File: config.mk
export PLATFORM = sky130hd
export DESIGN_NAME = udma_reg_decode
export DESIGN_NICKNAME = d
export VERILOG_FILES = /design/src/common/udma_cfg_pkg.sv /design/src/regs/udma_reg_decode.sv
export SDC_FILE = /design/constraint.sdc
export NUM_CORES = 1
export LEC_CHECK = 0
export ABC_CLOCK_PERIOD_IN_PS = 3000
export BUFFER_PORTS_ARGS = -buffer_cell sky130_fd_sc_hd__buf_2
export CORE_MARGIN = 2
export CORE_UTILIZATION = 40
export DETAILED_ROUTE_END_ITERATION = 10
export PLACE_DENSITY_LB_ADDON = 0.3
export SYNTH_ARGS = -nofsm -noshare
export SYNTH_HDL_FRONTEND = slang
export SYNTH_SLANG_ARGS = --single-unit
File: constraint.sdc
create_clock -name sys_clk -period 3 [get_ports sys_clk]
set_input_delay 0.6 -clock sys_clk [delete_from_list [all_inputs] [get_ports sys_clk]]
set_output_delay 0.6 -clock sys_clk [all_outputs]
set_load 0.005 [all_outputs]
File: src/common/udma_cfg_pkg.sv
/*
 * Channel register map and configuration types. Offsets are word aligned and
 * decoded from PADDR[6:2] only; local addresses are 12 bits wide.
 */
package udma_cfg_pkg;

    ////////////////////////////////////////
    // Register map
    ////////////////////////////////////////

    typedef enum logic [4:0] {
        REG_RX_SADDR = 5'h00,  // 0x00 RX start address
        REG_RX_SIZE  = 5'h01,  // 0x04 RX size, reads bytes left
        REG_RX_CFG   = 5'h02,  // 0x08 RX kick
        REG_TX_SADDR = 5'h03,  // 0x0C TX start address
        REG_TX_SIZE  = 5'h04,  // 0x10 TX size, reads bytes left
        REG_TX_CFG   = 5'h05,  // 0x14 TX kick
        REG_STATUS   = 5'h09   // 0x24 Busy flags
    } reg_addr_e;

    typedef logic [31:0] apb_data_t;
    typedef logic [11:0] l2_addr_t;    // Byte address into local memory
    typedef logic [15:0] xfer_size_t;  // Transfer length in bytes

    localparam int unsigned cfg_enable_bit     = 4;  // Kick value 0x14 sets this
    localparam int unsigned status_tx_busy_bit = 0;
    localparam int unsigned status_rx_busy_bit = 1;

    // One per direction, start is a single-cycle pulse
    typedef struct packed {
        logic       start;
        l2_addr_t   saddr;
        xfer_size_t size;
    } xfer_cmd_t;

endpackage

File: src/regs/udma_reg_decode.sv
/*
 * APB slave with zero wait states. Unmapped offsets raise PSLVERR, read 0 and
 * ignore writes. A CFG kick is dropped unless the size is nonzero and idle.
 */
`timescale 1ns/1ps

module udma_reg_decode
    import udma_cfg_pkg::*;
(
    input  logic        sys_clk,
    input  logic        rst_n,
    input  logic        psel_i,
    input  logic        penable_i,
    input  logic        pwrite_i,
    input  logic [31:0] paddr_i,
    input  apb_data_t   pwdata_i,
    input  xfer_size_t  tx_left_i,
    input  xfer_size_t  rx_left_i,
    input  logic        tx_busy_i,
    input  logic        rx_busy_i,
    output apb_data_t   prdata_o,
    output logic        pready_o,
    output logic        pslverr_o,
    output xfer_cmd_t   tx_cmd_o,
    output xfer_cmd_t   rx_cmd_o
);

    reg_addr_e reg_addr;
    logic      access;
    logic      wr_access;
    logic      mapped;
    logic      tx_kick;
    logic      rx_kick;
    apb_data_t rdata;
    xfer_cmd_t tx_cmd_q;
    xfer_cmd_t rx_cmd_q;

    assign reg_addr  = reg_addr_e'(paddr_i[6:2]);
    assign access    = psel_i & penable_i;  // Access phase
    assign wr_access = access & pwrite_i;

    ////////////////////////////////////////
    // Read path
    ////////////////////////////////////////

    always_comb begin
        mapped = 1'b1;
        rdata  = '0;
        case (reg_addr)
            REG_RX_SADDR: rdata = apb_data_t'(rx_cmd_q.saddr);
            REG_RX_SIZE:  rdata = apb_data_t'(rx_left_i);  // Bytes left
            REG_RX_CFG:   rdata[cfg_enable_bit] = rx_busy_i;
            REG_TX_SADDR: rdata = apb_data_t'(tx_cmd_q.saddr);
            REG_TX_SIZE:  rdata = apb_data_t'(tx_left_i);
            REG_TX_CFG:   rdata[cfg_enable_bit] = tx_busy_i;
            REG_STATUS: begin
                rdata[status_tx_busy_bit] = tx_busy_i;
                rdata[status_rx_busy_bit] = rx_busy_i;
            end
            default:      mapped = 1'b0;
        endcase
    end

    assign prdata_o  = rdata;
    assign pready_o  = 1'b1;                // Never stalls
    assign pslverr_o = access & ~mapped;

    // A pending start also counts as busy
    assign tx_kick = wr_access & (reg_addr == REG_TX_CFG) & pwdata_i[cfg_enable_bit]
                   & (tx_cmd_q.size != '0) & ~tx_busy_i & ~tx_cmd_q.start;
    assign rx_kick = wr_access & (reg_addr == REG_RX_CFG) & pwdata_i[cfg_enable_bit]
                   & (rx_cmd_q.size != '0) & ~rx_busy_i & ~rx_cmd_q.start;

    ////////////////////////////////////////
    // Configuration registers
    ////////////////////////////////////////

    always_ff @(posedge sys_clk or negedge rst_n) begin
        if (!rst_n) begin
            tx_cmd_q <= '0;
            rx_cmd_q <= '0;
        end else begin
            tx_cmd_q.start <= tx_kick;  // Start one cycle after access
            rx_cmd_q.start <= rx_kick;
            if (wr_access) begin
                case (reg_addr)
                    REG_RX_SADDR: rx_cmd_q.saddr <= l2_addr_t'(pwdata_i);
                    REG_RX_SIZE:  rx_cmd_q.size  <= xfer_size_t'(pwdata_i);
                    REG_TX_SADDR: tx_cmd_q.saddr <= l2_addr_t'(pwdata_i);
                    REG_TX_SIZE:  tx_cmd_q.size  <= xfer_size_t'(pwdata_i);
                    default: ;
                endcase
            end
        end
    end

    assign tx_cmd_o = tx_cmd_q;
    assign rx_cmd_o = rx_cmd_q;

endmodule

==> flow_summary.toml <==
[pwr]
pwr-share-clk_pct = 40.1
p_sw_w = 0.0004799
power_frac_comb_pct = 14.3
peakVddDrop_mv = 0.2790
p_int_w = 0.001481
swShare_pct = 24.47
seqPwrFrac_pct = 45.6
p_leak_nw = 2.198
power.density_nw_per_um2 = 514.8

[clock_tree]
post-cts-setup-buffers = 0
clk_latency_ns = 0.33
cts_hold_buf = 0
cts_tree = "built"
h-tree-depth = 3
cts_buffer_depth = 2
numClockSinks = 58
cts_resized = 0
clockRootBuffer = "clkbuf_8"
numCtsBuffers = 9
clk_pin_slew_ns = 0.06

[run_status]
status = "finished clean"

[worst_setup_path]
path_max_fanout = 10
cp.arrival_ns = 2.04
cp_data_required_time_ns = 2.40
endpoint_kind = "primary output"
r2r_end = "rx_cmd_o[28]$_DFF_PN0_"
reg2reg_slack_ns = 1.59
rr_worst_depth = 3
r2r_start = "rx_cmd_o[9]$_DFFE_PN0P_"
critPathKind = "in -> out"
start_kind = "primary input"

[sta]
worst_pin_slew_ns = 0.6489
maxSlewHeadroom_pct = 56.62
finClkSkew_ns = 0.002641
fin_crit_sh_pct = 88.02
max_clock_freq_mhz = 378.7
setup-violations-final = 0
fin_crit_ns = 2.641
finalSetupTns_ns = 0
hold_viol_final = 0
slew_violations = 0
rsz0062_at_grt = "no"

[finish]
regArea_um2 = 1451
final_util_pct = 52.81
antenna_cells = 0
final_cells = 470
layout-drive-gt1-share_pct = 58.49
fillCellCount = 698
nNetsFinal = 469
multi_input_area_um2 = 1315
syn2layout_area_growth_pct = 29.13

[route]
wl_per_cell_um = 15.86
drt_iter0_drc = 63
drt_pass1_iterations = 4
vias_per_cell = 4.981
drc = 0
ant_nets = 0
routed_wirelength_mm = 7.455
vias = 2341

[floorplanning]
fp.coreArea_um2 = 7214
start_util_pct = 40.89
rows = 31
die_area_um2 = 8078
fp.dieH_um = 89.88
dieWidth_um = 89.88
io_pins = 195

[yosys]
yosysUniqueCellTypes = 32
synth_edf_count = 0
async_flop_share_pct = 100.0
synth_area_um2 = 2950
synth_largest_area_cell = "dfrtp_1"
syn_area_per_cell_um2 = 12.72
synth_top_area_share_pct = 49.19
ys.flop_type = "dfrtp_1"
synth_sequential_area_ratio_pct = 49.19
syn_inst = 232
synth_area_leaders = "dfrtp_1 (49%), mux2_2 (18%), buf_4 (5.3%)"
yosysMostFrequentCell = "dfrtp_1"
ys_warn_count = 0
synth_common_cells = "dfrtp_1 (58), mux2_2 (46), buf_4 (21)"
ys_ff_latch = 58

[global_routing]
antenna_found_initial = 0
grt_pass1_vias = 2328
grt_max_degree = 39
grt_pass1_wl_mm = 12.19
grtUsageTotal_pct = 18.99
gr-total-overflow = 0

[hold_path]
hp-class = "in -> async"

[placement]
place.gp.congestion = 0.7937
hpwl_mm = 5.637
dp.cells = 454
io_buffers = 134

[run]
drv_cap = 0
==> how the worst max path moves through the flow <==
stage,slack [ns],end,start
after floorplan,0.74,prdata_o[10],paddr_i[4]
after CTS,0.37,prdata_o[8],paddr_i[6]
after global routing,0.23,prdata_o[11],paddr_i[6]
final,0.36,prdata_o[8],paddr_i[6]
after detailed placement,0.37,prdata_o[8],paddr_i[6]
after global placement,0.38,prdata_o[8],paddr_i[6]
==> routing by layer <==
metal / part of all wire, % / global-route usage (%)
met5: 0 / 0
met4: 0.97 / 5.385
met3: 7.2 / 5.365
met2: 48 / 31.25
met1: 44 / 24.69
==> cell families after synthesis <==
logic type,count (synthesis),synth area share (%)
AO/OA/AOI/OAI,28,7.464
buffers and inverters,30,8.142
flip-flops,58,49.19
multiplexers,58,23.75
other,2,0.2545
AND/OR/NAND/NOR,56,11.20
==> state kept, by name (all words and copies together) (netlist names) <==
name	cells
tx_cmd_o	29
rx_cmd_o	29
==> layout make-up <==
| cell class | instances | share of cell area [%] |
|---|---|---|
| Sequential cell | 58 | 38.10 |
| Clock inverter | 5 | 2.036 |
| Tap cell | 99 | 3.251 |
| Timing Repair Buffer | 138 | 18.39 |
| Clock buffer | 11 | 3.711 |
| Multi-Input combinational cell | 159 | 34.52 |
==> layout by cell type (no fill, tap or decap), drive strengths merged, types with 2 or more instances in the layout <==
| master | instances |
|---|---|
| clkinv | 2 |
| nand2b | 2 |
| nand4 | 3 |
| buf | 138 |
| nor3 | 3 |
| nand2 | 18 |
| mux2 | 56 |
| a22o | 4 |
| dfrtp | 58 |
| conb | 17 |
| a22oi | 18 |
| nand3 | 3 |
| clkbuf | 11 |
| nor2 | 7 |
| a21oi | 2 |
| bufinv | 2 |
| and3 | 5 |
| nor4 | 11 |
==> worst max-delay path, cell delays in order <==
cell and delay (ns):
buf_2 0.14, or3_1 0.52, nor3_4 0.45, a22oi_1 0.13, nand2_1 0.09, buf_2 0.10
==> through the flow <==
stage	cell area [um^2]	total power (W)	worst slack (ns)	hold WS, ns
finish	3810	0.001961	0.3593	0.2284
CTS	3810	0.001991	0.3652	0.2283
global route	3810	0.002065	0.2339	0.2467
global placement	3591	0.001184	0.3771	0.5151
detailed placement	3591	0.001191	0.3676	0.5180
floorplan	3007	0.001046	0.7446	0.3044
==> power by group through the flow <==
stage	combinational [W]	sequential [W]	clock, W
finish	0.000281	0.000894	0.000786
global placement	0.000277	0.000907	0
CTS	0.000284	0.000895	0.000812
global route	0.000309	0.000904	0.000852
detailed placement	0.000284	0.000908	0
floorplan	0.000140	0.000906	0
No activity file was read; power rests on OpenSTA's default activity.
