### config.mk
export PLATFORM = sky130hd
export DESIGN_NAME = udma_rx_engine
export DESIGN_NICKNAME = d
export VERILOG_FILES = /design/src/common/udma_cfg_pkg.sv /design/src/common/udma_stream_pkg.sv /design/src/dma/udma_rx_engine.sv
export SDC_FILE = /design/constraint.sdc
export NUM_CORES = 1
export LEC_CHECK = 0
export BUFFER_PORTS_ARGS = -buffer_cell sky130_fd_sc_hd__buf_2
export CORE_MARGIN = 5
export CORE_UTILIZATION = 41
export DETAILED_ROUTE_END_ITERATION = 8
export PLACE_DENSITY = 0.85
export SKIP_CTS_REPAIR_TIMING = 1
export SLEW_MARGIN = 0
export SYNTH_ARGS = -nofsm -noshare
export SYNTH_HDL_FRONTEND = slang
export SYNTH_SLANG_ARGS = --single-unit
### constraint.sdc
create_clock -name sys_clk -period 2.2 [get_ports sys_clk]
set_clock_uncertainty 0.2 [all_clocks]
set_input_delay 0.33 -clock sys_clk [delete_from_list [all_inputs] [get_ports sys_clk]]
set_output_delay 0.33 -clock sys_clk [all_outputs]
set_load 0.01 [all_outputs]
### src/common/udma_cfg_pkg.sv
/*
 * Channel register map and configuration types. Offsets are word aligned and
 * decoded from PADDR[6:2] only; local addresses are 12 bits wide.
 */
package udma_cfg_pkg;

    ////////////////////////////////////////
    // Register map
    ////////////////////////////////////////

    typedef enum logic [4:0] {
        REG_RX_SADDR = 5'h00,  // 0x00 RX start address
        REG_RX_SIZE  = 5'h01,  // 0x04 RX size, reads bytes left
        REG_RX_CFG   = 5'h02,  // 0x08 RX kick
        REG_TX_SADDR = 5'h03,  // 0x0C TX start address
        REG_TX_SIZE  = 5'h04,  // 0x10 TX size, reads bytes left
        REG_TX_CFG   = 5'h05,  // 0x14 TX kick
        REG_STATUS   = 5'h09   // 0x24 Busy flags
    } reg_addr_e;

    typedef logic [31:0] apb_data_t;
    typedef logic [11:0] l2_addr_t;    // Byte address into local memory
    typedef logic [15:0] xfer_size_t;  // Transfer length in bytes

    localparam int unsigned cfg_enable_bit     = 4;  // Kick value 0x14 sets this
    localparam int unsigned status_tx_busy_bit = 0;
    localparam int unsigned status_rx_busy_bit = 1;

    // One per direction, start is a single-cycle pulse
    typedef struct packed {
        logic       start;
        l2_addr_t   saddr;
        xfer_size_t size;
    } xfer_cmd_t;

endpackage

### src/common/udma_stream_pkg.sv
/*
 * Stream types shared by both engines, the memory and the top level.
 * A beat carries one little-endian word and its count of valid bytes.
 */
package udma_stream_pkg;

    typedef logic [31:0] word_t;
    typedef logic [2:0]  byte_cnt_t;  // 1 to 4 valid bytes

    localparam byte_cnt_t beat_bytes = 3'd4;  // Full word

    ////////////////////////////////////////
    // Stream beat
    ////////////////////////////////////////

    typedef struct packed {
        word_t     data;    // Byte 0 in bits 7:0
        byte_cnt_t nbytes;
    } stream_beat_t;

    typedef enum logic {
        IDLE = 1'b0,
        RUN  = 1'b1
    } engine_state_e;

endpackage

### src/dma/udma_rx_engine.sv
/*
 * RX engine. Accepts one beat per cycle while running and writes it to local
 * memory. The sender's byte count is ignored; strobes follow the bytes left.
 */
`timescale 1ns/1ps

module udma_rx_engine
    import udma_cfg_pkg::*;
    import udma_stream_pkg::*;
(
    input  logic         sys_clk,
    input  logic         rst_n,
    input  xfer_cmd_t    cmd_i,
    input  stream_beat_t rx_beat_i,
    input  logic         rx_valid_i,
    output logic         rx_ready_o,
    output logic         wr_en_o,
    output l2_addr_t     wr_addr_o,
    output logic [3:0]   wr_strb_o,
    output word_t        wr_data_o,
    output xfer_size_t   left_o,
    output logic         busy_o,
    output logic         eot_o
);

    engine_state_e state_q;
    l2_addr_t      addr_q;
    xfer_size_t    left_q;
    logic          eot_q;
    byte_cnt_t     nbytes;
    logic          fire;
    logic          last;

    assign last   = (left_q <= xfer_size_t'(beat_bytes));
    assign nbytes = last ? byte_cnt_t'(left_q) : beat_bytes;
    assign fire   = rx_valid_i & rx_ready_o;

    always_ff @(posedge sys_clk or negedge rst_n) begin
        if (!rst_n) begin
            state_q <= IDLE;
            addr_q  <= '0;
            left_q  <= '0;
            eot_q   <= 1'b0;
        end else begin
            eot_q <= 1'b0;
            if (state_q == IDLE && cmd_i.start) begin
                addr_q  <= cmd_i.saddr;
                left_q  <= cmd_i.size;
                state_q <= RUN;
            end else if (fire) begin
                addr_q  <= addr_q + l2_addr_t'(beat_bytes);
                left_q  <= left_q - xfer_size_t'(nbytes);
                state_q <= last ? IDLE : RUN;
                eot_q   <= last;
            end
        end
    end

    // Partial last word only touches the bytes left
    always_comb begin
        case (nbytes)
            3'd1:    wr_strb_o = 4'b0001;
            3'd2:    wr_strb_o = 4'b0011;
            3'd3:    wr_strb_o = 4'b0111;
            default: wr_strb_o = 4'b1111;
        endcase
    end

    assign rx_ready_o = (state_q == RUN);
    assign wr_en_o    = fire;
    assign wr_addr_o  = addr_q;
    assign wr_data_o  = rx_beat_i.data;
    assign left_o     = left_q;
    assign busy_o     = (state_q == RUN);
    assign eot_o      = eot_q;

endmodule

==> impl_metrics.env <==
export IMPL_ioPinCount=135
export IMPL_timing_hold_ws_ns=0.0377
export IMPL_hold_viol_final=0
export IMPL_h_tree_depth=2
export IMPL_crit_fanout=4
export IMPL_tns_ns=0
export IMPL_placed_cells=308
export IMPL_p_switching_mw=1.07
export IMPL_die_w_um=78.3
export IMPL_place_gp_congestion=0.861
export IMPL_clockBufferDepth=2
export IMPL_powerDensity_nw_per_um2=1170
export IMPL_drc=0
export IMPL_totalWireLength_um=4710
export IMPL_instances_no_fill=323
export IMPL_ys_warn_count=0
export IMPL_root_buffer="clkbuf_8"
export IMPL_synthAdderAreaFrac_pct=1.31
export IMPL_syn_avg_cell_area_um2=8.62
export IMPL_worstSetupPathType="reg2out"
export IMPL_dp_hpwl_um=3510
export IMPL_fin_crit_ns=2.15
export IMPL_firstDrtPassIters=4
export IMPL_start_util_pct=43.1
export IMPL_grt_usage_pct=15.7
export IMPL_worst_pin_slew_ns=0.686
export IMPL_rows=24
export IMPL_utilization_pct=52.1
export IMPL_synth_distinct_cells=42
export IMPL_drive_gt1_share_pct=38.4
export IMPL_synthToLayoutAreaGrowth_pct=21.0
export IMPL_min_path_cells=3
export IMPL_startpoint_type="flip-flop"
export IMPL_synth_top_family_by_area="simple AND/OR/NAND/NOR gates"
export IMPL_synthArstFlopShare_pct=100
export IMPL_place_ws_ns=0.0594
export IMPL_synth_edff_count=0
export IMPL_grt_pass1_wl_um=7850
export IMPL_grt_overflow=0
export IMPL_setup_violations=0
export IMPL_worstRegToRegCells=4
export IMPL_cpPeakStageDelay_ns=0.60
export IMPL_intPower_mw=1.63
export IMPL_fin_crit_sh_pct=97.7
export IMPL_netlist_instances=222
export IMPL_crit_arrival_ns=1.62
export IMPL_antenna_found_initial=0
export IMPL_outcome="finished, final reports clean"
export IMPL_p_leak_nw=1.05
export IMPL_synth_top_cell_area_share_pct=39.2
export IMPL_n_antenna_cell=0
export IMPL_synth_top_cell_by_area="dfrtp_1"
export IMPL_fin_nets=339
export IMPL_syn_area_um2=1910
export IMPL_maxSlewViolCount=0
export IMPL_synthTopCellsByArea="dfrtp_1 (39%), buf_4 (13%), nand2_1 (8.4%)"
export IMPL_fmax_mhz=465
export IMPL_antenna_left=0
export IMPL_portBuffers=66
export IMPL_grt_max_degree=31
export IMPL_cts_sinks=30
export IMPL_crit_slowest_cell="or4_4"
export IMPL_yosysSeqAreaShare_pct=39.2
export IMPL_synth_simple_area_share_pct=20.9
export IMPL_dieArea_um2=6140
export IMPL_vias_per_cell=5.24
export IMPL_p_comb_share_pct=41.8
export IMPL_clkTransAtPathRegs_ns=0.06
export IMPL_crit_required_ns=1.67
export IMPL_hold_class="in2reg"
export IMPL_rsz0062_at_grt="yes"
export IMPL_core_area_um2=4440
export IMPL_p_sw_share_pct=39.7
export IMPL_finalWorstSetupSlack_ns=0.0513
export IMPL_relSlewSlack_pct=54.3
export IMPL_vias=1692
export IMPL_grt_pass1_vias=1679
export IMPL_numCtsBuffers=5
export IMPL_ys_seq_elements=30
export IMPL_power_frac_clock_pct=19.5
export IMPL_synth_area_mux_share_pct=0.523
export IMPL_die_y_um=78.3
export IMPL_dpl_cell_area_um2=2110
export IMPL_clock_latency_ns=0.28
export IMPL_routedWlPerCell_um=14.6
export IMPL_endpoint_kind="output port"
export IMPL_peakVddDrop_mv=0.467
export IMPL_synth_xor_area_share_pct=7.32
export IMPL_finalPower_mw=2.70
export IMPL_fin_area_um2=2320
export IMPL_syn_num_nets=291
export IMPL_power_frac_seq_pct=38.7
export IMPL_drt_iter0_markers=77
export IMPL_cts_tree="built"
export IMPL_drv_cap=0
export IMPL_synthFlopType="dfrtp_1"
export IMPL_synth_compound_area_share_pct=14.8
export IMPL_path_cells="or4_4 > nor2_4 > nand3b_1 > buf_2"
cells by family after synthesis:
| logic type | count (synthesis) |
|---|---|
| compound gates | 43 |
| xor+xnor | 16 |
| fa+ha+maj | 2 |
| buf+inv | 45 |
| flops | 30 |
| mux | 1 |
| other cells | 2 |
| simple gates | 83 |
cells in the mapped netlist (all sizes together), types with 3 or more instances:
library cell / n
a31oi: 3
and3: 5
buf: 34
clkbuf: 9
dfrtp: 30
nand2: 43
nand4: 3
nor2: 15
nor3: 4
nor4: 3
o211ai: 4
o21ai: 21
xnor2: 3
xor2: 13
final timing paths:
| check | start | slack, ns | to |
|---|---|---|---|
| worst max register to register | left_o[5] | 0.10 | left_o[15] |
| worst min register to register | wr_addr_o[0] | 0.28 | wr_addr_o[0] |
| worst min-delay path | cmd_i[16] | 0.04 | wr_addr_o[0] |
| max in group asynchronous | rst_n | 0.89 | left_o[8] |
| worst max-delay path | left_o[5] | 0.05 | wr_strb_o[1] |
| min in group asynchronous | rst_n | 0.43 | left_o[0] |
cell type report:
cell class	count	area, um2
inverters	2	7.51
multi-input cells	147	911
clock buffers	8	110
fillers	433	2130
flip-flops and latches	30	756
well taps	52	65.1
repair buffers	84	468
worst max-delay path: cells and delay by family (launching register included):
family,cells,cell delay [ns]
and+or+nand+nor,3,0.80
buffers and inverters,1,0.14
DFF,1,0.41
registers in the layout (all words and copies together) (netlist names):
name       cells
eot_o          1
left_o        16
wr_addr_o     12
busy_o         1
power groups by stage:
stage / clock network [mW] / logic, mW / registers (mW)
2_1_floorplan: 0 / 0.500 / 1.14
3_3_place_gp: 0 / 0.997 / 1.02
3_5_place_dp: 0 / 1.02 / 1.04
4_1_cts: 0.534 / 1.03 / 1.03
5_1_grt: 0.557 / 1.26 / 1.08
6_report: 0.527 / 1.13 / 1.05
routing by layer:
metal / global-route usage [%] / share of wire (%) / up-vias
met5: 0 / 0 / -
met4: 5.59 / 1.3 / 0
met3: 5.26 / 8.5 / 11
met2: 25.3 / 46 / 67
met1: 19.7 / 44 / 795
li1: - / - / 819
layout by cell type, fill, tap and decap left out, drive strengths merged, types with 2 or more instances in the layout:
cell     netlist  routed
nand3          2       2
a31oi          3       3
conb           2       2
and3           5       5
o211ai         4       4
a21oi          2       2
xnor2          3       3
xor2          13      13
o2111ai        2       2
o21ai         21      21
nand4          3       3
nor4           3       3
dfrtp         30      30
nor3           4       4
nand2         43      43
clkbuf         9       8
nor2          15      15
or4            2       2
inv            2       2
a221o          2       2
ha             2       2
buf           34      83
(Power assumes the default switching activity.)
