==> src/common/udma_cfg_pkg.sv <==
/*
 * Channel register map and configuration types. Offsets are word aligned and
 * decoded from PADDR[6:2] only; local addresses are 12 bits wide.
 */
package udma_cfg_pkg;

    ////////////////////////////////////////
    // Register map
    ////////////////////////////////////////

    typedef enum logic [4:0] {
        REG_RX_SADDR = 5'h00,  // 0x00 RX start address
        REG_RX_SIZE  = 5'h01,  // 0x04 RX size, reads bytes left
        REG_RX_CFG   = 5'h02,  // 0x08 RX kick
        REG_TX_SADDR = 5'h03,  // 0x0C TX start address
        REG_TX_SIZE  = 5'h04,  // 0x10 TX size, reads bytes left
        REG_TX_CFG   = 5'h05,  // 0x14 TX kick
        REG_STATUS   = 5'h09   // 0x24 Busy flags
    } reg_addr_e;

    typedef logic [31:0] apb_data_t;
    typedef logic [11:0] l2_addr_t;    // Byte address into local memory
    typedef logic [15:0] xfer_size_t;  // Transfer length in bytes

    localparam int unsigned cfg_enable_bit     = 4;  // Kick value 0x14 sets this
    localparam int unsigned status_tx_busy_bit = 0;
    localparam int unsigned status_rx_busy_bit = 1;

    // One per direction, start is a single-cycle pulse
    typedef struct packed {
        logic       start;
        l2_addr_t   saddr;
        xfer_size_t size;
    } xfer_cmd_t;

endpackage

==> src/common/udma_stream_pkg.sv <==
/*
 * Stream types shared by both engines, the memory and the top level.
 * A beat carries one little-endian word and its count of valid bytes.
 */
package udma_stream_pkg;

    typedef logic [31:0] word_t;
    typedef logic [2:0]  byte_cnt_t;  // 1 to 4 valid bytes

    localparam byte_cnt_t beat_bytes = 3'd4;  // Full word

    ////////////////////////////////////////
    // Stream beat
    ////////////////////////////////////////

    typedef struct packed {
        word_t     data;    // Byte 0 in bits 7:0
        byte_cnt_t nbytes;
    } stream_beat_t;

    typedef enum logic {
        IDLE = 1'b0,
        RUN  = 1'b1
    } engine_state_e;

endpackage

==> src/dma/udma_tx_engine.sv <==
/*
 * TX engine. Streams words from local memory starting at the programmed
 * address; the last beat carries only the remaining bytes.
 */
`timescale 1ns/1ps

module udma_tx_engine
    import udma_cfg_pkg::*;
    import udma_stream_pkg::*;
(
    input  logic         sys_clk,
    input  logic         rst_n,
    input  xfer_cmd_t    cmd_i,
    input  word_t        rd_data_i,
    input  logic         tx_ready_i,
    output l2_addr_t     rd_addr_o,
    output stream_beat_t tx_beat_o,
    output logic         tx_valid_o,
    output xfer_size_t   left_o,
    output logic         busy_o,
    output logic         eot_o
);

    engine_state_e state_q;
    l2_addr_t      addr_q;
    xfer_size_t    left_q;
    logic          eot_q;
    byte_cnt_t     nbytes;
    logic          fire;
    logic          last;

    assign last   = (left_q <= xfer_size_t'(beat_bytes));
    assign nbytes = last ? byte_cnt_t'(left_q) : beat_bytes;
    assign fire   = tx_valid_o & tx_ready_i;

    always_ff @(posedge sys_clk or negedge rst_n) begin
        if (!rst_n) begin
            state_q <= IDLE;
            addr_q  <= '0;
            left_q  <= '0;
            eot_q   <= 1'b0;
        end else begin
            eot_q <= 1'b0;
            case (state_q)
                IDLE: if (cmd_i.start) begin
                    addr_q  <= cmd_i.saddr;
                    left_q  <= cmd_i.size;
                    state_q <= RUN;
                end
                RUN: if (fire) begin
                    addr_q <= addr_q + l2_addr_t'(beat_bytes);  // Wraps in memory
                    left_q <= left_q - xfer_size_t'(nbytes);
                    if (last) begin
                        state_q <= IDLE;
                        eot_q   <= 1'b1;  // Pulse after last handshake
                    end
                end
                default: state_q <= IDLE;
            endcase
        end
    end

    // Address and count hold while stalled, so the beat holds too
    assign rd_addr_o  = addr_q;
    assign tx_valid_o = (state_q == RUN);
    assign tx_beat_o  = '{data: rd_data_i, nbytes: nbytes};
    assign left_o     = left_q;
    assign busy_o     = (state_q == RUN);
    assign eot_o      = eot_q;

endmodule

==> config.mk <==
export PLATFORM = sky130hd
export DESIGN_NAME = udma_tx_engine
export DESIGN_NICKNAME = d
export VERILOG_FILES = /design/src/common/udma_cfg_pkg.sv /design/src/common/udma_stream_pkg.sv /design/src/dma/udma_tx_engine.sv
export SDC_FILE = /design/constraint.sdc
export NUM_CORES = 1
export LEC_CHECK = 0
export ABC_AREA = 1
export BUFFER_PORTS_ARGS = -buffer_cell sky130_fd_sc_hd__buf_2
export CORE_AREA = 5 5 63 107
export DETAILED_ROUTE_END_ITERATION = 6
export DIE_AREA = 0 0 68 112
export PLACE_DENSITY = 0.7
export SLEW_MARGIN = 20
export SYNTH_ARGS = -nofsm -noshare
export SYNTH_HDL_FRONTEND = slang
export SYNTH_SLANG_ARGS = --single-unit
==> constraint.sdc <==
create_clock -name sys_clk -period 2.21 [get_ports sys_clk]
set_clock_uncertainty 0.05 [all_clocks]
set_input_delay 0.3315 -clock sys_clk [delete_from_list [all_inputs] [get_ports sys_clk]]
set_output_delay 0.3315 -clock sys_clk [all_outputs]
set_load 0.01 [all_outputs]
==> summary.txt, run 1 <==
Min path
  • Hold/Removal Path Class: input pin to async pin

Clocking
  • Max clock buf depth: 2
  • CTS Hold Bufs: 0
  • Clock latency on the worst-skew pair: between 0.2 and 0.3 ns
  • Clk sink count: 30
  • Clock-pin slew on the worst setup and hold paths: around 0.070 ns
  • Resized Gates After CTS: 0
  • H-tree levels: 2
  • Root Buffer: clkbuf_8
  • CTS tree: built
  • Total CTS buffers: 5
  • Post-CTS setup buffer count: 0

Synthesis
  • Synth Net Count: around 380
  • Library cells used by synthesis: 32
  • Synth top area share: 0.345
  • Yosys top cell by area: dfrtp_1
  • Post-synthesis sequential area ratio: 0.345
  • Post-Syn Area: ~2200 um^2
  • Synth Instances: around 320
  • Top area cells in the synthesized netlist: dfrtp_1 (35%), nand2_1 (13%), buf_4 (11%)
  • Mean Syn Cell Area: roughly 6.9 um^2
  • Yosys Warn Count: 0
  • Seq cells post-synth: 30

Power
  • Sw frac: 0.488
  • Clock power frac: 0.139
  • Final Power: about 3.3 mW
  • Switching pwr: between 1.5 and 2 mW
  • PwrDens: between 1000 and 1500 nW/um^2
  • Internal power: 1.71 mW
  • Reg power frac: 0.317
  • Comb pwr share: 0.544
  • VDD IR-drop max: a little over 700 uV
  • Leakage: between 1 and 1.5 nW

Timing
  • Tmin final: ~2.0 ns
  • Slew HR: 0.529
  • Fmax: 0.500 GHz
  • Final setup TNS: 0 ns
  • Measured slew at the worst slew-check pin: approximately 0.71 ns
  • Fin. Hold Viols: 0
  • Unrepaired setup endpoints after global routing: no
  • Final period util: 0.905
  • Max-slew violations: 0
  • Count of final setup violators: 0

Routing
  • Via count: approximately 2100
  • Routed len/inst: 14.0 um
  • Post-Route WL: around 6000 um
  • Vias per cell: about 4.9
  • DRC: 0
  • DR iter-0 viols: 56
  • ANT nets after route: 0
  • Iteration count of the initial detailed-routing pass: 4

Setup path
  • Setup crit end kind: primary output
  • Arrival time worst endpoint: approximately 1.6 ns
  • Critical path data required time: between 1.5 and 2 ns
  • WS Path Type: flip-flop to primary output
  • Worst Path Max Fanout: 6
  • Crit start category: flip-flop

Flow run
  • Max Cap Viol: 0

GRT
  • Total track usage: 0.167
  • First-pass GRT wire length: 9800 um
  • Initial antenna violation count: 0
  • Vias in the first global route: 2150
  • Largest net degree at the start of global routing: 31
  • GR Overflow Total: 0

Floorplanning
  • Starting density of the core: 0.376
  • Full die area: 7620 um^2
  • Num ports: 130
  • Width of the die: around 70 um
  • Core area: 5790 um^2
  • Row cnt: 37
  • Die H: between 100 and 150 um

Layout
  • Proportion of layout cells with a drive suffix above 1: 0.251
  • Fin nets: just over 400
  • Finished Cell Area: 2420 um^2
  • Commonest non-fill, non-tap cell in the layout: nand2_1
  • Fillers: roughly 640
  • Area grow syn2layout: 11.3%
  • Most frequent cells in the layout: nand2_1 (74), buf_2 (65), nor2_1 (52), dfrtp_1 (30), nand3_1 (29)
  • Diodes inserted: 0

Place
  • Detailed Place HPWL: between 4000 and 5000 um
  • RePlAce Congestion: between 0.8 and 0.9
  • Placement Cell Area: between 2000 and 2500 um^2
  • # port buffers: 65

Outcome
  • Run status: finished, final reports clean
## per-layer routing
layer	wire, um	track usage	vias up	part of all wire
met5	0	0	-	0
met4	207	0.0876	0	0.035
met3	397	0.0383	23	0.066
met2	3260	0.300	78	0.55
met1	2110	0.167	966	0.35
li1	-	-	1048	-
## cell type report
type                       count  area (um^2)  area share
multi-input combinational    216         1020       0.423
clock inverter                 1         5.00     0.00207
inverter                      27          101      0.0419
timing repair buffer          69          355       0.147
clock buffer                   7         86.3      0.0357
tap                           78         97.6      0.0403
sequential                    30          751       0.310
## metrics by stage
stage	cells	utilization	worst slack [ns]	hold slack, ns
global placement	420	0.403	0.461	0.377
global route	428	0.418	0.106	0.0967
finish	428	0.418	0.210	0.0437
floorplan	316	-	0.567	-0.0141
CTS	428	0.418	0.195	0.0714
detailed placement	420	0.403	0.427	0.381
## registers in the layout (all words and copies together), names as in the netlist
register / flops
rd_addr_o: 12
left_o: 16
busy_o: 1
eot_o: 1
## final timing paths
| path | startpoint | endpoint | slack, ns | cells past startpoint |
|---|---|---|---|---|
| max reg2reg | left_o[10] | left_o[14] | 0.41 | 10 |
| max | left_o[10] | tx_beat_o[1] | 0.21 | 6 |
| min | rst_n | left_o[6] | 0.04 | 1 |
| min in group sys_clk | cmd_i[17] | rd_addr_o[1] | 0.24 | 2 |
| min reg2reg | rd_addr_o[1] | rd_addr_o[1] | 0.46 | 1 |
| max in group asynchronous | rst_n | rd_addr_o[11] | 1.60 | 1 |
## power groups by stage
stage / clock (mW) / sequential (mW) / combinational (mW)
finish: 0.464 / 1.06 / 1.81
floorplan: 0 / 1.10 / 1.27
global placement: 0 / 1.06 / 1.79
global route: 0.507 / 1.10 / 2.06
CTS: 0.482 / 1.06 / 1.83
detailed placement: 0 / 1.06 / 1.83
## cell families after synthesis
logic type                 count (synthesis)  share of synthesized area
AOI/OAI and AO/OA                         39                      0.101
xor gates and xnor gates                   3                     0.0121
adders and majority gates                  2                     0.0115
buffers and inverters                     70                      0.184
DFF                                       30                      0.345
muxes                                      2                     0.0104
other                                      1                    0.00172
and+or+nand+nor                          169                      0.334
## synthesized netlist by cell type, drive strengths merged
| library cell | instances |
|---|---|
| nand2 | 78 |
| nor2 | 55 |
| buf | 39 |
| dfrtp | 30 |
| nand3 | 30 |
| inv | 26 |
| o21ai | 22 |
| a21oi | 6 |
| clkbuf | 4 |
| nand4 | 4 |
| o22ai | 4 |
| a22oi | 2 |
| a32oi | 2 |
| ha | 2 |
| mux2 | 2 |
| nor3 | 2 |
| xor2 | 2 |
| a31oi | 1 |
| clkinv | 1 |
| conb | 1 |
| o211ai | 1 |
| o32ai | 1 |
| xnor2 | 1 |
## critical path: stages (launching register included)
cell and delay (ns):
dfrtp_1 0.44, nor2_1 0.29, nand3_2 0.13, nor2_4 0.16
nand2_4 0.10, nor2_1 0.09, buf_2 0.13
No activity file was read; power rests on OpenSTA's default activity.
==> inputs of run 2 (changes only) <==
--- a/config.mk
+++ b/config.mk
@@ -11,7 +11,6 @@
 export DETAILED_ROUTE_END_ITERATION = 6
 export DIE_AREA = 0 0 68 112
 export PLACE_DENSITY = 0.7
-export SLEW_MARGIN = 20
 export SYNTH_ARGS = -nofsm -noshare
 export SYNTH_HDL_FRONTEND = slang
 export SYNTH_SLANG_ARGS = --single-unit
==> constraint.sdc (replaced) <==
create_clock -name sys_clk -period 2.21 [get_ports sys_clk]
set_clock_uncertainty 0.05 [all_clocks]
set_input_delay 0.1105 -clock sys_clk [delete_from_list [all_inputs] [get_ports sys_clk]]
set_output_delay 0.1105 -clock sys_clk [all_outputs]
set_load 0.01 [all_outputs]
==> summary.txt, run 2 (synthesis results as in run 1) <==
Outcome
  • Run status: finished, final reports clean

Power
  • VDD IR-drop max: between 500 and 600 uV
  • Leakage: between 1 and 1.5 nW
  • PwrDens: 1390 nW/um^2

Layout
  • Fin nets: ~420
  • Proportion of layout cells with a drive suffix above 1: 0.256
  • Commonest non-fill, non-tap cell in the layout: nand2_1
  • Area grow syn2layout: 12.9%
  • Diodes inserted: 0
  • Most frequent cells in the layout: nand2_1 (74), buf_2 (65), nor2_1 (52), dfrtp_1 (30), nand3_1 (29)
  • Finished Layout Cells: between 400 and 500
  • Largest register FFs: 16
  • Finished Cell Area: 2460 um^2

Min path
  • Endpoint, Worst Hold: rd_addr_o[0]
  • HP Start: cmd_i[16]
  • Worst Hold Depth: 2
  • Hold/Removal Path Class: input pin to flip-flop

Setup path
  • Reg2reg path depth: 7
  • CP top delay family: simple AND/OR/NAND/NOR gates
  • WS Path Type: flip-flop to flip-flop
  • Critical path data required time: between 2 and 2.5 ns
  • R2R Path End: left_o[5]
  • Buf/Inv on CP: 2
  • Setup crit end kind: flip-flop
  • Worst path cell trace: inv_1, nand2_1, nand2_1, inv_2, nor2_1, nand2_1, o21ai_0
  • Arrival time worst endpoint: 1.94 ns
  • Crit start category: flip-flop
  • Most common cell on crit path: nand2_1
  • FF-to-FF Start: busy_o
  • CP max stage delay: approximately 0.5 ns
  • FF-to-FF setup slack: between 0.3 and 0.4 ns
  • Worst Path Max Fanout: 26
  • Critical-path top delay cell: dfrtp_1
  • WP depth: 7

Timing
  • Fmax: 0.547 GHz
  • Unrepaired setup endpoints after global routing: no
  • Count of final setup violators: 0
  • Final worst slack: about 0.38 ns
  • Worst hold slack: between 0.01 and 0.015 ns
  • Slew HR: 0.525
  • Fin. Hold Viols: 0
  • Tmin final: about 1.8 ns
  • Max-slew violations: 0
  • Final period util: 0.828
  • Final setup TNS: 0 ns
  • Measured slew at the worst slew-check pin: between 0.7 and 0.8 ns

Clocking
  • Total CTS buffers: 5
  • Clk sink count: 30
  • Clock-pin slew on the worst setup and hold paths: 0.07 ns
  • Root Buffer: clkbuf_8
  • H-tree levels: 2
  • Clock latency on the worst-skew pair: about 0.28 ns
  • Post-CTS setup buffer count: 0
  • Max clock buf depth: 2
  • CTS tree: built

GRT
  • GRT met2 Usage: 0.313
  • Met1 Use GR: 0.162
  • First-pass GRT wire length: 9970 um
  • Initial antenna violation count: 0
  • Total track usage: 0.167
  • Largest net degree at the start of global routing: 31
  • Vias in the first global route: between 2000 and 2500
  • GR Overflow Total: 0
  • Met3 Use GR: 0.0373
  • Most used routing layer: met2

Routing
  • Via count: between 2000 and 2500
  • DRC: 0
  • Routed len/inst: 14.0 um
  • ANT nets after route: 0
  • Iteration count of the initial detailed-routing pass: 4
  • DR iter-0 viols: 146
  • Post-Route WL: slightly above 6000 um
  • Vias per cell: roughly 5

Place
  • Post-Place Cells: ~420
  • RePlAce Congestion: about 0.85
  • Detailed Place HPWL: approximately 4700 um
  • # port buffers: 65
  • Pre-CTS WS: approximately 0.38 ns
  • Placement Cell Area: ~2300 um^2

Floorplanning
  • Full die area: about 7600 um^2
  • Core area: between 5000 and 6000 um^2
  • Num ports: 130
  • Die H: approximately 110 um
  • Row cnt: 37
  • Width of the die: 68 um
  • Starting density of the core: 0.376

Flow run
  • Max Cap Viol: 0
==> run 2: cell count changes in the layout (fill, tap and decap cells not counted), sizes merged <==
cell         previous run  this run
dlygate4sd3             0         1
clkinv                  2         1
clkbuf                  7         8
buf                    69        70
==> run 2: worst register-to-register path, delay by kind of cell, from the launching register on <==
family / cells / cell delay, ns
buffers and inverters: 2 / 0.48
DFF: 1 / 0.50
AOI/OAI and AO/OA: 1 / 0.07
and+or+nand+nor: 4 / 0.61
==> run 2: layout make-up <==
type / instances / area, um^2
tap: 78 / 97.6
inverter: 27 / 101
clock buffer: 8 / 110
timing repair buffer: 71 / 373
multi-input combinational: 216 / 1020
fill: 625 / 3330
sequential: 30 / 751
==> run 2: timing repair <==
| action | in CTS | in global routing |
|---|---|---|
| hold buffers | 1 | 0 |
| endpoints found under the hold margin | 30 | 0 |
| gates resized for setup | 0 | 0 |
==> run 2: report_power, final <==
part / leakage (nW) / internal [mW] / switching [mW]
Sequential: 0.384 / 0.775 / 0.276
Combinational: 0.875 / 0.686 / 1.15
Clock: 0.0575 / 0.314 / 0.211
Total: 1.32 / 1.78 / 1.63
==> run 2: how the worst max path moves through the flow <==
stage,startpoint,end,slack [ns]
after detailed placement,busy_o,left_o[5],0.38
after floorplan,left_o[10],left_o[6],0.57
after global placement,busy_o,left_o[5],0.45
after CTS,busy_o,left_o[5],0.36
after global routing,busy_o,left_o[4],0.15
final,busy_o,left_o[5],0.38
==> run 2: routing by layer <==
| layer | wire (um) | share of wire |
|---|---|---|
| met3 | 368 | 0.061 |
| met5 | 0 | 0 |
| met2 | 3350 | 0.56 |
| met4 | 192 | 0.032 |
| met1 | 2120 | 0.35 |
==> run 2: metrics by stage <==
stage,utilization,power (mW)
after global placement,0.404,2.86
after CTS,0.425,3.44
after detailed placement,0.404,2.90
after floorplan,-,2.37
final,0.425,3.41
after global routing,0.425,3.73
==> inputs of run 3 (changes only) <==
--- a/config.mk
+++ b/config.mk
@@ -10,7 +10,7 @@
 export CORE_AREA = 5 5 63 107
 export DETAILED_ROUTE_END_ITERATION = 6
 export DIE_AREA = 0 0 68 112
-export PLACE_DENSITY = 0.7
+export PLACE_DENSITY = 0.73
 export SYNTH_ARGS = -nofsm -noshare
 export SYNTH_HDL_FRONTEND = slang
 export SYNTH_SLANG_ARGS = --single-unit
==> constraint.sdc (replaced) <==
create_clock -name sys_clk -period 1.55 [get_ports sys_clk]
set_clock_uncertainty 0.05 [all_clocks]
set_input_delay 0.0775 -clock sys_clk [delete_from_list [all_inputs] [get_ports sys_clk]]
set_output_delay 0.0775 -clock sys_clk [all_outputs]
set_load 0.01 [all_outputs]
==> summary.txt, run 3 (synthesis results as in run 1) <==
Clocking
  • Max clock buf depth: 2
  • Root Buffer: clkbuf_8
  • Clock-pin slew on the worst setup and hold paths: around 0.060 ns
  • Clock latency on the worst-skew pair: ~0.28 ns
  • H-tree levels: 2
  • Clk sink count: 30
  • Total CTS buffers: 5
  • CTS tree: built

Outcome
  • Run status: complete, but fails checks
  • Failing checks: setup timing

Layout
  • Finished Cell Area: just under 3000 um^2
  • Fillers: around 600
  • Final Core Density: 0.501
  • Area grow syn2layout: 33.2%
  • Largest register FFs: 16
  • Proportion of layout cells with a drive suffix above 1: 0.391
  • Fin nets: roughly 460
  • Finished Layout Cells: 474
  • Most frequent cells in the layout: nand2_1 (74), buf_2 (65), buf_4 (43), nor2_1 (38), nand3_1 (27)
  • Diodes inserted: 0
  • Commonest non-fill, non-tap cell in the layout: nand2_1

Power
  • Clock power frac: 0.114
  • Comb pwr share: 0.646
  • Switching pwr: 2.69 mW
  • Reg power frac: 0.240
  • Leakage: ~1.5 nW
  • Sw frac: 0.467
  • Internal power: slightly above 3 mW
  • VDD IR-drop max: approximately 990 uV
  • PwrDens: a little under 2000 nW/um^2

Flow run
  • Max Cap Viol: 0

Timing
  • Fmax: between 0.6 and 0.7 GHz
  • Tmin final: roughly 1.6 ns
  • Max-slew violations: 0
  • Final worst slack: -0.0650 ns
  • Fin. Hold Viols: 0
  • Count of final setup violators: 8
  • Final period util: 1.04
  • Worst hold slack: 0.0150 ns
  • Unrepaired setup endpoints after global routing: yes

Min path
  • HP Start: cmd_i[1]
  • Hold/Removal Path Class: input pin to flip-flop

GRT
  • Vias in the first global route: roughly 2400
  • Most used routing layer: met2
  • First-pass GRT wire length: roughly 11000 um
  • Largest net degree at the start of global routing: 21
  • GR Overflow Total: 0
  • Met1 Use GR: 0.199
  • Initial antenna violation count: 0
  • GRT met2 Usage: 0.322
  • Met3 Use GR: 0.0383
  • Total track usage: 0.185

Routing
  • Iteration count of the initial detailed-routing pass: 4
  • Routed len/inst: roughly 14 um
  • ANT nets after route: 0
  • Via count: around 2400
  • Post-Route WL: 6860 um
  • DR iter-0 viols: roughly 160
  • DRC: 0
  • Vias per cell: around 5

Floorplanning
  • Num ports: 130
  • Die H: 112 um
  • Core area: roughly 5800 um^2
  • Row cnt: 37
  • Starting density of the core: 0.376
  • Width of the die: a little under 70 um
  • Full die area: 7620 um^2

Setup path
  • Worst Setup SP: left_o[1]
  • Arrival time worst endpoint: ~1.5 ns
  • FF-to-FF Start: left_o[1]
  • Critical path data required time: approximately 1.4 ns
  • WS Path Type: flip-flop to primary output
  • Setup crit end kind: primary output
  • Worst Path Max Fanout: 3
  • Crit start category: flip-flop

Place
  • Detailed Place HPWL: 5230 um
  • RePlAce Congestion: 0.943
  • # port buffers: 65
  • Pre-CTS WS: -0.110 ns
  • Post-Place Cells: 451
  • Placement Cell Area: between 2000 and 3000 um^2
-- run 3: changes by cell type in the layout (fill, tap and decap cells not counted), sizes merged --
| cell | delta |
|---|---|
| clkbuf | -1 |
| dlygate4sd3 | +4 |
| clkinv | +1 |
| buf | +40 |
-- run 3: area by class of cell --
class | count | area [um^2] | area share
Clock buffer | 7 | 86.3 | 0.0298
Clock inverter | 1 | 5.00 | 0.00173
Inverter | 27 | 101 | 0.0350
Multi-Input combinational cell | 216 | 1120 | 0.388
Sequential cell | 30 | 756 | 0.261
Tap cell | 78 | 97.6 | 0.0337
Timing Repair Buffer | 115 | 729 | 0.252
-- run 3: path summary, 6_finish.rpt --
path                           endpoint  slack [ns]  cells after the start
max                        tx_beat_o[1]       -0.07                      7
min                           left_o[1]        0.01                      3
max reg2reg                   left_o[7]       -0.03                     11
min reg2reg                rd_addr_o[1]        0.46                      1
max in group asynchronous  rd_addr_o[5]        0.72                      3
min in group asynchronous     left_o[4]        0.23                      2
-- run 3: timing repair --
item,4_1_cts,5_1_grt
hold buffers,5,0
resized for setup,6,27
pin swaps,1,2
hold endpoints to repair,19,0
buffers inserted,7,3
setup endpoints to repair,6,20
-- run 3: critical path, cell delays in order, from the launching register on --
cell and delay (ns):
dfrtp_1 0.38, nor2_1 0.16, nor2_2 0.07, nor2_2 0.18, nand2_4 0.09, buf_6 0.14, nor2_2 0.06, buf_2 0.13
-- run 3: power groups by stage --
stage                     clock network, mW  logic, mW  registers, mW
after floorplan                           0       1.82           1.57
after global placement                    0       3.21           1.38
after detailed placement                  0       3.29           1.39
after CTS                             0.677       3.46           1.36
after global routing                  0.718       4.14           1.43
final                                 0.659       3.73           1.38
-- run 3: stage by stage --
stage | TNS (ns) | power, mW
6_report | -0.252 | 5.77
5_1_grt | -1.52 | 6.29
4_1_cts | -0.197 | 5.50
3_5_place_dp | -0.133 | 4.68
3_3_place_gp | -0.0347 | 4.59
2_1_floorplan | -0.103 | 3.40
-- run 3: routing by layer --
metal / vias to the layer above / wire [um] / share of wire
met2: 76 / 3650 / 0.53
met3: 31 / 447 / 0.065
met1: 1118 / 2480 / 0.36
met4: 0 / 289 / 0.042
met5: - / 0 / 0
li1: 1140 / - / -
